### src/lb_consts.svh
// Loopback exerciser constants: engine count, widths, block and region sizes, pattern salt
`ifndef LB_CONSTS_SVH
`define LB_CONSTS_SVH

// ========================================
// Topology
// ========================================

// Number of test engines sharing the host port
`define LB_NUM_ENGINES 2

// ========================================
// Bus widths
// ========================================

// Word address, not byte address
`define LB_ADDR_W 8
`define LB_DATA_W 32

// ========================================
// Test block layout
// ========================================

// Words written and read per engine run
`define LB_WORDS 8
// Each engine owns a region of this many words
`define LB_REGION_WORDS 16
// Expected word at address a is a + salt
`define LB_PATTERN_SALT 32'h5A5A_0000

// Mismatch counter width, saturating
`define LB_ERR_W 4

`endif

### src/lb_pkg.sv
// Shared types: AXI-MM channel payloads, request and response bundles, engine state and opcode
`include "lb_consts.svh"

package lb_pkg;

    // ========================================
    // AXI channel payloads
    // ========================================

    // Write address, single beat
    typedef struct packed {
        logic [`LB_ADDR_W-1:0] addr;
    } axi_aw_t;

    // Write data, no strobes
    typedef struct packed {
        logic [`LB_DATA_W-1:0] data;
    } axi_w_t;

    // Write response, memory always reports okay
    typedef struct packed {
        logic okay;
    } axi_b_t;

    // Read address
    typedef struct packed {
        logic [`LB_ADDR_W-1:0] addr;
    } axi_ar_t;

    // Read data
    typedef struct packed {
        logic [`LB_DATA_W-1:0] data;
    } axi_r_t;

    // ========================================
    // Bundles per direction
    // ========================================

    // Everything the master drives
    typedef struct packed {
        logic    awvalid;
        axi_aw_t aw;
        logic    wvalid;
        axi_w_t  w;
        logic    bready;
        logic    arvalid;
        axi_ar_t ar;
        logic    rready;
    } axi_req_t;

    // Everything the slave drives
    typedef struct packed {
        logic    awready;
        logic    wready;
        logic    bvalid;
        axi_b_t  b;
        logic    arready;
        logic    rvalid;
        axi_r_t  r;
    } axi_rsp_t;

    // ========================================
    // Engine control
    // ========================================

    typedef enum logic {
        OP_WRITE_READ = 1'b0,
        OP_READ_CHECK = 1'b1
    } lb_opcode_e;

    typedef enum logic [2:0] {
        ST_IDLE    = 3'd0,
        ST_WR_ADDR = 3'd1,
        ST_WR_RESP = 3'd2,
        ST_RD_ADDR = 3'd3,
        ST_RD_DATA = 3'd4,
        ST_DONE    = 3'd5
    } lb_state_e;

endpackage

### src/axi_skid_buffer.sv
// Two-entry skid buffer for a single valid/ready channel with a generic payload type
`timescale 1ns/10ps

module axi_skid_buffer
    #(
        parameter type T = logic
    )
    (
        input  logic clk,
        input  logic rst_n,

        // Upstream side
        input  logic in_valid,
        input  T     in_data,
        output logic in_ready,

        // Downstream side
        output logic out_valid,
        output T     out_data,
        input  logic out_ready
    );

    // Spare entry catches the beat that arrives while the output stalls
    logic spare_valid;
    T     spare_data;

    // Main register may load this cycle
    logic main_free;

    assign main_free = out_ready || !out_valid;

    // Registered ready, low only while the spare is occupied
    assign in_ready = !spare_valid;

    // Control state
    always_ff @(posedge clk or negedge rst_n)
    begin
        if (!rst_n)
        begin
            out_valid   <= 1'b0;
            spare_valid <= 1'b0;
        end
        else if (main_free)
        begin
            // Spare drains first, input is blocked while it is full
            if (spare_valid)
            begin
                out_valid   <= 1'b1;
                spare_valid <= 1'b0;
            end
            else
            begin
                out_valid <= in_valid;
            end
        end
        else if (in_valid && !spare_valid)
        begin
            // Output stalled, park the incoming beat
            spare_valid <= 1'b1;
        end
    end

    // Payload registers
    always_ff @(posedge clk)
    begin
        if (main_free)
        begin
            out_data <= spare_valid ? spare_data : in_data;
        end
        else if (in_valid && !spare_valid)
        begin
            spare_data <= in_data;
        end
    end

    // Stalled output must keep its payload until the transfer
    a_out_stable : assert property (@(posedge clk) disable iff (!rst_n)
        out_valid && !out_ready |=> out_valid && $stable(out_data));

endmodule

### src/lb_test_engine.sv
// Test engine: writes a patterned block, reads it back and counts mismatches
`timescale 1ns/10ps
`include "lb_consts.svh"

module lb_test_engine
    import lb_pkg::*;
    (
        input  logic                 clk,
        input  logic                 rst_n,

        // Control from the parent
        input  logic                 start,
        input  lb_opcode_e           opcode,
        input  logic [`LB_ADDR_W-1:0] base_addr,

        // AXI-MM master port
        output axi_req_t             mem_req,
        input  axi_rsp_t             mem_rsp,

        // Status
        output logic                 busy,
        output logic                 done,
        output logic [`LB_ERR_W-1:0] error_count
    );

    localparam int IDX_W = $clog2(`LB_WORDS);
    localparam logic [IDX_W-1:0] LAST_IDX = IDX_W'(`LB_WORDS - 1);

    lb_state_e state;
    logic [IDX_W-1:0] word_idx;
    // Write address and data may transfer in different cycles
    logic aw_done;
    logic w_done;

    logic [`LB_ADDR_W-1:0] cur_addr;
    logic [`LB_DATA_W-1:0] pattern;
    logic aw_xfer;
    logic w_xfer;

    assign cur_addr = base_addr + `LB_ADDR_W'(word_idx);
    assign pattern  = `LB_DATA_W'(cur_addr) + `LB_PATTERN_SALT;

    assign busy = (state != ST_IDLE) && (state != ST_DONE);
    assign done = (state == ST_DONE);

    // ========================================
    // Request side
    // ========================================

    always_comb
    begin
        mem_req         = '0;
        mem_req.awvalid = (state == ST_WR_ADDR) && !aw_done;
        mem_req.aw.addr = cur_addr;
        mem_req.wvalid  = (state == ST_WR_ADDR) && !w_done;
        mem_req.w.data  = pattern;
        mem_req.arvalid = (state == ST_RD_ADDR);
        mem_req.ar.addr = cur_addr;
        // Responses are always accepted
        mem_req.bready  = 1'b1;
        mem_req.rready  = 1'b1;
    end

    assign aw_xfer = mem_req.awvalid && mem_rsp.awready;
    assign w_xfer  = mem_req.wvalid && mem_rsp.wready;

    // ========================================
    // Sequencer
    // ========================================

    always_ff @(posedge clk or negedge rst_n)
    begin
        if (!rst_n)
        begin
            state       <= ST_IDLE;
            word_idx    <= '0;
            aw_done     <= 1'b0;
            w_done      <= 1'b0;
            error_count <= '0;
        end
        else
        begin
            case (state)
                ST_IDLE, ST_DONE:
                begin
                    if (start)
                    begin
                        word_idx    <= '0;
                        error_count <= '0;
                        state       <= (opcode == OP_WRITE_READ) ? ST_WR_ADDR : ST_RD_ADDR;
                    end
                end
                ST_WR_ADDR:
                begin
                    // Both halves of the write must have gone out
                    if ((aw_done || aw_xfer) && (w_done || w_xfer))
                    begin
                        aw_done <= 1'b0;
                        w_done  <= 1'b0;
                        state   <= ST_WR_RESP;
                    end
                    else
                    begin
                        aw_done <= aw_done || aw_xfer;
                        w_done  <= w_done || w_xfer;
                    end
                end
                ST_WR_RESP:
                begin
                    if (mem_rsp.bvalid)
                    begin
                        // Last write done, read the block back from the start
                        word_idx <= (word_idx == LAST_IDX) ? '0 : word_idx + 1'b1;
                        state    <= (word_idx == LAST_IDX) ? ST_RD_ADDR : ST_WR_ADDR;
                    end
                end
                ST_RD_ADDR:
                begin
                    if (mem_rsp.arready)
                    begin
                        state <= ST_RD_DATA;
                    end
                end
                ST_RD_DATA:
                begin
                    if (mem_rsp.rvalid)
                    begin
                        // Saturating mismatch count
                        if ((mem_rsp.r.data != pattern) && (error_count != '1))
                        begin
                            error_count <= error_count + 1'b1;
                        end
                        word_idx <= word_idx + 1'b1;
                        state    <= (word_idx == LAST_IDX) ? ST_DONE : ST_RD_ADDR;
                    end
                end
                default:
                begin
                    state <= ST_IDLE;
                end
            endcase
        end
    end

    // Parent may only start an idle or finished engine
    a_no_start_busy : assert property (@(posedge clk) disable iff (!rst_n)
        start |-> !busy);

endmodule

### src/lb_mux_fixed.sv
// Fixed-select AXI-MM multiplexer with per-port skid buffers and response demux
`timescale 1ns/10ps

module lb_mux_fixed
    import lb_pkg::*;
    #(
        parameter int NUM_PORTS = 2
    )
    (
        input  logic clk,
        input  logic rst_n,

        // Chosen port, held by the parent while that port is busy
        input  logic [$clog2(NUM_PORTS)-1:0] port_select,

        // Engine side, one bundle per port
        input  axi_req_t port_req [NUM_PORTS],
        output axi_rsp_t port_rsp [NUM_PORTS],

        // Memory side
        output axi_req_t merged_req,
        input  axi_rsp_t merged_rsp
    );

    // Mux side of the skid buffers, indexed by port
    logic    mux_awvalid [NUM_PORTS];
    axi_aw_t mux_aw      [NUM_PORTS];
    logic    mux_wvalid  [NUM_PORTS];
    axi_w_t  mux_w       [NUM_PORTS];
    logic    mux_bready  [NUM_PORTS];
    logic    mux_arvalid [NUM_PORTS];
    axi_ar_t mux_ar      [NUM_PORTS];
    logic    mux_rready  [NUM_PORTS];

    // ========================================
    // Per-port skid buffers
    // ========================================

    for (genvar p = 0; p < NUM_PORTS; p++)
    begin : g_port
        logic   aw_rdy;
        logic   w_rdy;
        logic   ar_rdy;
        logic   b_vld;
        axi_b_t b_dat;
        logic   r_vld;
        axi_r_t r_dat;
        // Responses are only offered to the selected port
        logic   is_sel;

        assign is_sel = (port_select == p);

        // Requests toward memory, ready fans out so unselected traffic drains away
        axi_skid_buffer #(.T(axi_aw_t)) u_aw_skid (
            .clk(clk), .rst_n(rst_n),
            .in_valid(port_req[p].awvalid), .in_data(port_req[p].aw), .in_ready(aw_rdy),
            .out_valid(mux_awvalid[p]), .out_data(mux_aw[p]), .out_ready(merged_rsp.awready)
        );
        axi_skid_buffer #(.T(axi_w_t)) u_w_skid (
            .clk(clk), .rst_n(rst_n),
            .in_valid(port_req[p].wvalid), .in_data(port_req[p].w), .in_ready(w_rdy),
            .out_valid(mux_wvalid[p]), .out_data(mux_w[p]), .out_ready(merged_rsp.wready)
        );
        axi_skid_buffer #(.T(axi_ar_t)) u_ar_skid (
            .clk(clk), .rst_n(rst_n),
            .in_valid(port_req[p].arvalid), .in_data(port_req[p].ar), .in_ready(ar_rdy),
            .out_valid(mux_arvalid[p]), .out_data(mux_ar[p]), .out_ready(merged_rsp.arready)
        );

        // Responses back, payload broadcast and valid gated by the select
        axi_skid_buffer #(.T(axi_b_t)) u_b_skid (
            .clk(clk), .rst_n(rst_n),
            .in_valid(merged_rsp.bvalid && is_sel), .in_data(merged_rsp.b),
            .in_ready(mux_bready[p]),
            .out_valid(b_vld), .out_data(b_dat), .out_ready(port_req[p].bready)
        );
        axi_skid_buffer #(.T(axi_r_t)) u_r_skid (
            .clk(clk), .rst_n(rst_n),
            .in_valid(merged_rsp.rvalid && is_sel), .in_data(merged_rsp.r),
            .in_ready(mux_rready[p]),
            .out_valid(r_vld), .out_data(r_dat), .out_ready(port_req[p].rready)
        );

        assign port_rsp[p] = '{awready: aw_rdy, wready: w_rdy, bvalid: b_vld, b: b_dat,
                               arready: ar_rdy, rvalid: r_vld, r: r_dat};
    end

    // ========================================
    // Select the active port toward memory
    // ========================================

    always_comb
    begin
        merged_req.awvalid = mux_awvalid[port_select];
        merged_req.aw      = mux_aw[port_select];
        merged_req.wvalid  = mux_wvalid[port_select];
        merged_req.w       = mux_w[port_select];
        merged_req.bready  = mux_bready[port_select];
        merged_req.arvalid = mux_arvalid[port_select];
        merged_req.ar      = mux_ar[port_select];
        merged_req.rready  = mux_rready[port_select];
    end

    // Switching ports under a stalled request would break the AXI hold rule
    a_sel_stable : assert property (@(posedge clk) disable iff (!rst_n)
        (merged_req.awvalid && !merged_rsp.awready) ||
        (merged_req.arvalid && !merged_rsp.arready) |=> $stable(port_select));

endmodule

### src/host_mem_model.sv
// Host memory model: single-beat AXI-MM slave over a reset-cleared word array
`timescale 1ns/10ps
`include "lb_consts.svh"

module host_mem_model
    import lb_pkg::*;
    (
        input  logic     clk,
        input  logic     rst_n,

        input  axi_req_t mem_req,
        output axi_rsp_t mem_rsp
    );

    localparam int DEPTH = `LB_NUM_ENGINES * `LB_REGION_WORDS;
    localparam int IDX_W = $clog2(DEPTH);

    logic [`LB_DATA_W-1:0] mem [DEPTH];

    // Write side, address and data may arrive apart
    logic aw_got;
    logic w_got;
    logic [`LB_ADDR_W-1:0] aw_addr_q;
    logic [`LB_DATA_W-1:0] w_data_q;
    logic b_valid;

    // Read side
    logic r_valid;
    logic [`LB_DATA_W-1:0] r_data;

    logic aw_xfer;
    logic w_xfer;
    logic ar_xfer;
    logic wr_commit;
    logic [`LB_ADDR_W-1:0] wr_addr;
    logic [`LB_DATA_W-1:0] wr_data;

    // ========================================
    // Handshakes
    // ========================================

    assign aw_xfer = mem_req.awvalid && mem_rsp.awready;
    assign w_xfer  = mem_req.wvalid && mem_rsp.wready;
    assign ar_xfer = mem_req.arvalid && mem_rsp.arready;

    // Commit once both halves are in hand
    assign wr_commit = (aw_got || aw_xfer) && (w_got || w_xfer);
    assign wr_addr   = aw_xfer ? mem_req.aw.addr : aw_addr_q;
    assign wr_data   = w_xfer ? mem_req.w.data : w_data_q;

    always_comb
    begin
        mem_rsp         = '0;
        // No new write while a response is outstanding
        mem_rsp.awready = !b_valid && !aw_got;
        mem_rsp.wready  = !b_valid && !w_got;
        mem_rsp.bvalid  = b_valid;
        mem_rsp.b.okay  = 1'b1;
        mem_rsp.arready = !r_valid;
        mem_rsp.rvalid  = r_valid;
        mem_rsp.r.data  = r_data;
    end

    // ========================================
    // Control state
    // ========================================

    always_ff @(posedge clk or negedge rst_n)
    begin
        if (!rst_n)
        begin
            aw_got  <= 1'b0;
            w_got   <= 1'b0;
            b_valid <= 1'b0;
            r_valid <= 1'b0;
        end
        else
        begin
            if (wr_commit)
            begin
                aw_got  <= 1'b0;
                w_got   <= 1'b0;
                b_valid <= 1'b1;
            end
            else
            begin
                aw_got <= aw_got || aw_xfer;
                w_got  <= w_got || w_xfer;
                if (b_valid && mem_req.bready)
                begin
                    b_valid <= 1'b0;
                end
            end

            // Read data one cycle after the address
            if (ar_xfer)
            begin
                r_valid <= 1'b1;
            end
            else if (r_valid && mem_req.rready)
            begin
                r_valid <= 1'b0;
            end
        end
    end

    // Held halves of a split write
    always_ff @(posedge clk)
    begin
        if (aw_xfer)
        begin
            aw_addr_q <= mem_req.aw.addr;
        end
        if (w_xfer)
        begin
            w_data_q <= mem_req.w.data;
        end
        if (ar_xfer)
        begin
            r_data <= mem[mem_req.ar.addr[IDX_W-1:0]];
        end
    end

    // Storage, cleared so untouched regions read as zero
    always_ff @(posedge clk or negedge rst_n)
    begin
        if (!rst_n)
        begin
            for (int i = 0; i < DEPTH; i++)
            begin
                mem[i] <= '0;
            end
        end
        else if (wr_commit)
        begin
            mem[wr_addr[IDX_W-1:0]] <= wr_data;
        end
    end

    // A write response only follows a completed write
    a_b_after_write : assert property (@(posedge clk) disable iff (!rst_n)
        $rose(mem_rsp.bvalid) |-> $past(wr_commit));

endmodule

### src/lb_exerciser_top.sv
// Top level: test engines, fixed-select mux and host memory model
`timescale 1ns/10ps
`include "lb_consts.svh"

module lb_exerciser_top
    import lb_pkg::*;
    (
        input  logic                       clk,
        input  logic                       rst_n,

        // Engine owning the memory port
        input  logic [$clog2(`LB_NUM_ENGINES)-1:0] port_select,

        // Per-engine control and status
        input  logic [`LB_NUM_ENGINES-1:0] start,
        input  lb_opcode_e                 opcode      [`LB_NUM_ENGINES],
        output logic [`LB_NUM_ENGINES-1:0] busy,
        output logic [`LB_NUM_ENGINES-1:0] done,
        output logic [`LB_ERR_W-1:0]       error_count [`LB_NUM_ENGINES]
    );

    // Engine ports and the merged memory port
    axi_req_t eng_req [`LB_NUM_ENGINES];
    axi_rsp_t eng_rsp [`LB_NUM_ENGINES];
    axi_req_t mem_req;
    axi_rsp_t mem_rsp;

    // ========================================
    // Input side: one engine per region
    // ========================================

    for (genvar n = 0; n < `LB_NUM_ENGINES; n++)
    begin : g_eng
        lb_test_engine u_engine (
            .clk(clk),
            .rst_n(rst_n),
            .start(start[n]),
            .opcode(opcode[n]),
            // Region base is a constant per instance
            .base_addr(`LB_ADDR_W'(n * `LB_REGION_WORDS)),
            .mem_req(eng_req[n]),
            .mem_rsp(eng_rsp[n]),
            .busy(busy[n]),
            .done(done[n]),
            .error_count(error_count[n])
        );
    end

    // Processing: no arbitration, only the selected engine reaches memory
    lb_mux_fixed #(.NUM_PORTS(`LB_NUM_ENGINES)) u_mux (
        .clk(clk),
        .rst_n(rst_n),
        .port_select(port_select),
        .port_req(eng_req),
        .port_rsp(eng_rsp),
        .merged_req(mem_req),
        .merged_rsp(mem_rsp)
    );

    // Output side
    host_mem_model u_mem (
        .clk(clk),
        .rst_n(rst_n),
        .mem_req(mem_req),
        .mem_rsp(mem_rsp)
    );

endmodule

### config.mk
export PLATFORM = sky130hd
export DESIGN_NAME = lb_exerciser_top
export DESIGN_NICKNAME = d
export VERILOG_FILES = /design/src/lb_pkg.sv /design/src/axi_skid_buffer.sv /design/src/lb_test_engine.sv /design/src/lb_mux_fixed.sv /design/src/host_mem_model.sv /design/src/lb_exerciser_top.sv
export VERILOG_INCLUDE_DIRS = /design/src
export SDC_FILE = /design/constraint.sdc
export NUM_CORES = 1
export LEC_CHECK = 0
export ABC_AREA = 0
export CORE_MARGIN = 3
export CORE_UTILIZATION = 60
export DETAILED_ROUTE_END_ITERATION = 16
export DONT_BUFFER_PORTS = 1
export GPL_TIMING_DRIVEN = 0
export MAX_ROUTING_LAYER = met4
export PLACE_DENSITY = 0.85
export SKIP_CTS_REPAIR_TIMING = 1
export SLEW_MARGIN = 0
export SYNTH_ARGS = -nofsm -noshare
export SYNTH_HDL_FRONTEND = slang
export SYNTH_SLANG_ARGS = --single-unit
### constraint.sdc
create_clock -name clk -period 4.3 [get_ports clk]
set_input_delay 0.43 -clock clk [delete_from_list [all_inputs] [get_ports clk]]
set_output_delay 0.43 -clock clk [all_outputs]
set_load 0.05 [all_outputs]
==> summary.md <==
| Metric | Value |
|---|---|
| Primary FF master, synth | `dfrtp_1` |
| Fin nets | `2039` |
| Area grow syn2layout | `10.9%` |
| Clock transition at the registers of the reported paths | `0.06 ns` |
| Post-route ant nets | `0` |
| Largest net degree at the start of global routing | `557` |
| Clock Latency Late Sink | `0.61 ns` |
| Post-synth EDFFs | `68` |
| Max transition margin | `-29.7%` |
| DR pass1 iterations | `5` |
| FFs w/ async S/R, synth | `80.2%` |
| Die width | `230 µm` |
| DRT iter0 DRCs | `1755` |
| Leading area contributor after synthesis | `dfrtp_1` |
| Final hold vios | `556` |
| Max-cap check violation count | `0` |
| CP Capture Type | `flop` |
| Yosys top cell area share | `46.0%` |
| Detailed placer's ending HPWL | `46800 µm` |
| Clock Skew | `0.0137 ns` |
| Power Dens Cells | `577 nW/µm²` |
| Site row count | `81` |
| Die area | `53100 µm²` |
| CORE AREA | `49400 µm²` |
| Mux share of post-synthesis cell area | `30.6%` |
| Total number of vias | `17600` |
| Largest family of logic cells by synthesized area | `multiplexers` |
| Pre-CTS WS | `0.629 ns` |
| Tot GR Track Use | `29.3%` |
| Crit-path cells | `mux2i_1 > buf_2 > clkbuf_1 > mux4_2 > a22oi_1 > nand2_1` |
| Worst-Margin Slew | `1.95 ns` |
| Routability-driven placement congestion ratio | `0.871` |
| CTS Buffer Depth | `3` |
| Finish-stage setup viols | `0` |
| R2R depth | `6` |
| Xor/xnor share of the synthesized area | `0.174%` |
| Ports | `19` |
| Cell Count, Final, Fillers Out | `2752` |
| Post-layout util | `67.9%` |
| Final non-filler cell area | `33500 µm²` |
| Setup TNS | `0 ns` |
| # clock sinks | `693` |
| Post-synthesis cell area | `30200 µm²` |
| Drt total wl | `73400 µm` |
| First-pass GRT wire length | `113000 µm` |
| Post-DR wirelength/cell | `26.7 µm` |
| Fin crit period | `3.38 ns` |
| Die H | `230 µm` |
| Distinct cells, synth | `76` |
| Buffers on Ports | `0` |
| Worst hold margin | `-0.485 ns` |
| Worst IR drop on VDD | `0.000419 V` |
| Post-route DRC | `0` |
| R2r setup slk | `0.92 ns` |
| Worst R2R End | `u_mem.r_data[9]` |
| Unrepaired setup endpoints after global routing | `no` |
| Syn nets | `1964` |
| Critical register-to-register path startpoint | `u_mux.g_port[0].u_ar_skid.out_data[1]` |
| Status | `finished, violations left` |
| CTS Buf Count | `71` |
| Vias/cell | `6.40` |
| Fmax achieved | `296 MHz` |
| Hold Crit Class | `input pin to asynchronous set/reset pin` |
| Total power | `19.3 mW` |
| DP Cell Count | `2617` |
| Synthesis-stage register bit count | `693` |
| Post-synthesis compound-gate area fraction | `3.52%` |
| Syn Inst Count | `1951` |
| Post-Synth Simple-Gate Area | `4.78%` |
| Final WS setup | `0.922 ns` |
| Largest cells by area after synthesis | `dfrtp_1 (46%), mux2_2 (15%), mux4_2 (9.5%), edfxtp_1 (6.8%), dfxtp_1 (4.6%)` |
| Worst EP required | `4.63 ns` |
| Crit path buf inv count | `2` |
| Fraction of layout cells with a size suffix above 1 | `40.9%` |
| Critical path startpoint category | `flop` |
| Vias in the first global route | `18500` |
| TritonCTS clock tree | `done` |
| Leakage | `15.9 nW` |
| Placed cell areas | `31100 µm²` |
| GR Overflow Total | `0` |
| CTS root buffer | `clkbuf_16` |
| Most frequent cell after synthesis | `dfrtp_1` |
| Failing checks | `negative hold slack, max-slew violations` |
| Largest stage delay on the critical path | `0.96 ns` |
| Fin crit share | `78.6%` |
| Kind of critical path | `flop to flop` |
| Final slew viol count | `254` |
| Crit-path max FO | `10` |
| Syn_area_per_cell | `15.5 µm²` |
| Critical Path AT | `3.71 ns` |
| Post-synthesis adder-cell area fraction | `0.248%` |
| Post-synth top cells | `dfrtp_1 (556), mux2_2 (404), mux4_2 (128)` |
| H-tree levels | `3` |
| Number of synthesis warnings | `0` |
| Top Family by Delay on Critical Path | `buffers and inverters` |
| CP max-delay cell | `clkbuf_1` |
| Post-synthesis sequential area ratio | `57.4%` |
| Initial antenna violation count | `4` |
| Initial Utilization | `61.2%` |
## how the worst max path moves through the flow
stage,startpoint,endpoint,slack [ns],cells past startpoint
floorplan,port_select,u_mem.r_data[0],1.44,5
global placement,port_select,u_mem.r_data[28],-0.03,5
CTS,u_mux.g_port[0].u_ar_skid.out_data[1],u_mem.r_data[9],1.01,6
global route,u_mux.g_port[0].u_ar_skid.out_data[1],u_mem.r_data[6],0.79,6
detailed placement,port_select,u_mem.r_data[8],0.63,8
finish,u_mux.g_port[0].u_ar_skid.out_data[1],u_mem.r_data[9],0.92,6
## power breakdown
part,internal (mW),switching (mW),total (mW),leakage [nW]
Combinational,2.03,2.70,4.72,5.80
Sequential,7.69,0.620,8.31,8.89
Clock,3.77,2.55,6.32,1.19
## cells by family after synthesis
family / after synthesis
AOI/OAI and AO/OA: 142
xor gates and xnor gates: 6
adders and majority gates: 6
buffers and inverters: 169
DFF: 693
muxes: 673
and+or+nand+nor: 262
## metal layers
| layer | share of wire [%] | global-route usage, % |
|---|---|---|
| met1 | 39 | 37.8 |
| met2 | 48 | 44.5 |
| met3 | 8.7 | 7.82 |
| met4 | 4.4 | 12.0 |
| met5 | 0 | - |
## cells in the final DEF, fill, tap and decap left out, types with 50 or more instances in the layout
cell | netlist | routed
mux4_2 | 128 | 128
mux2_1 | 71 | 71
mux2_2 | 404 | 404
mux2_4 | 58 | 58
a22oi_1 | 65 | 65
dfxtp_1 | 69 | 69
clkbuf_16 | 0 | 75
nor2_1 | 51 | 50
clkbuf_1 | 50 | 65
edfxtp_1 | 68 | 68
dfrtp_1 | 556 | 556
nand2_1 | 69 | 69
## final cells by class
type | instances | area [µm²]
clock inverters | 30 | 315
multi-input cells | 1089 | 11900
fillers | 3175 | 15800
clock buffers | 102 | 2100
flip-flops and latches | 693 | 17300
inverters | 10 | 37.5
repair buffers | 2 | 31.3
plain buffers | 159 | 982
diodes | 3 | 7.51
well taps | 664 | 831
## flip-flops by register name, summed over array words and instances, names as in the netlist, 8 cells and up
name,flops
u_mem.w_data_q,32
u_mux.g_port.u_r_skid.out_data,32
u_mem.r_data,32
g_eng.u_engine.error_count,8
u_mem.mem,512
Note: power is estimated with default switching activity, not from simulation.
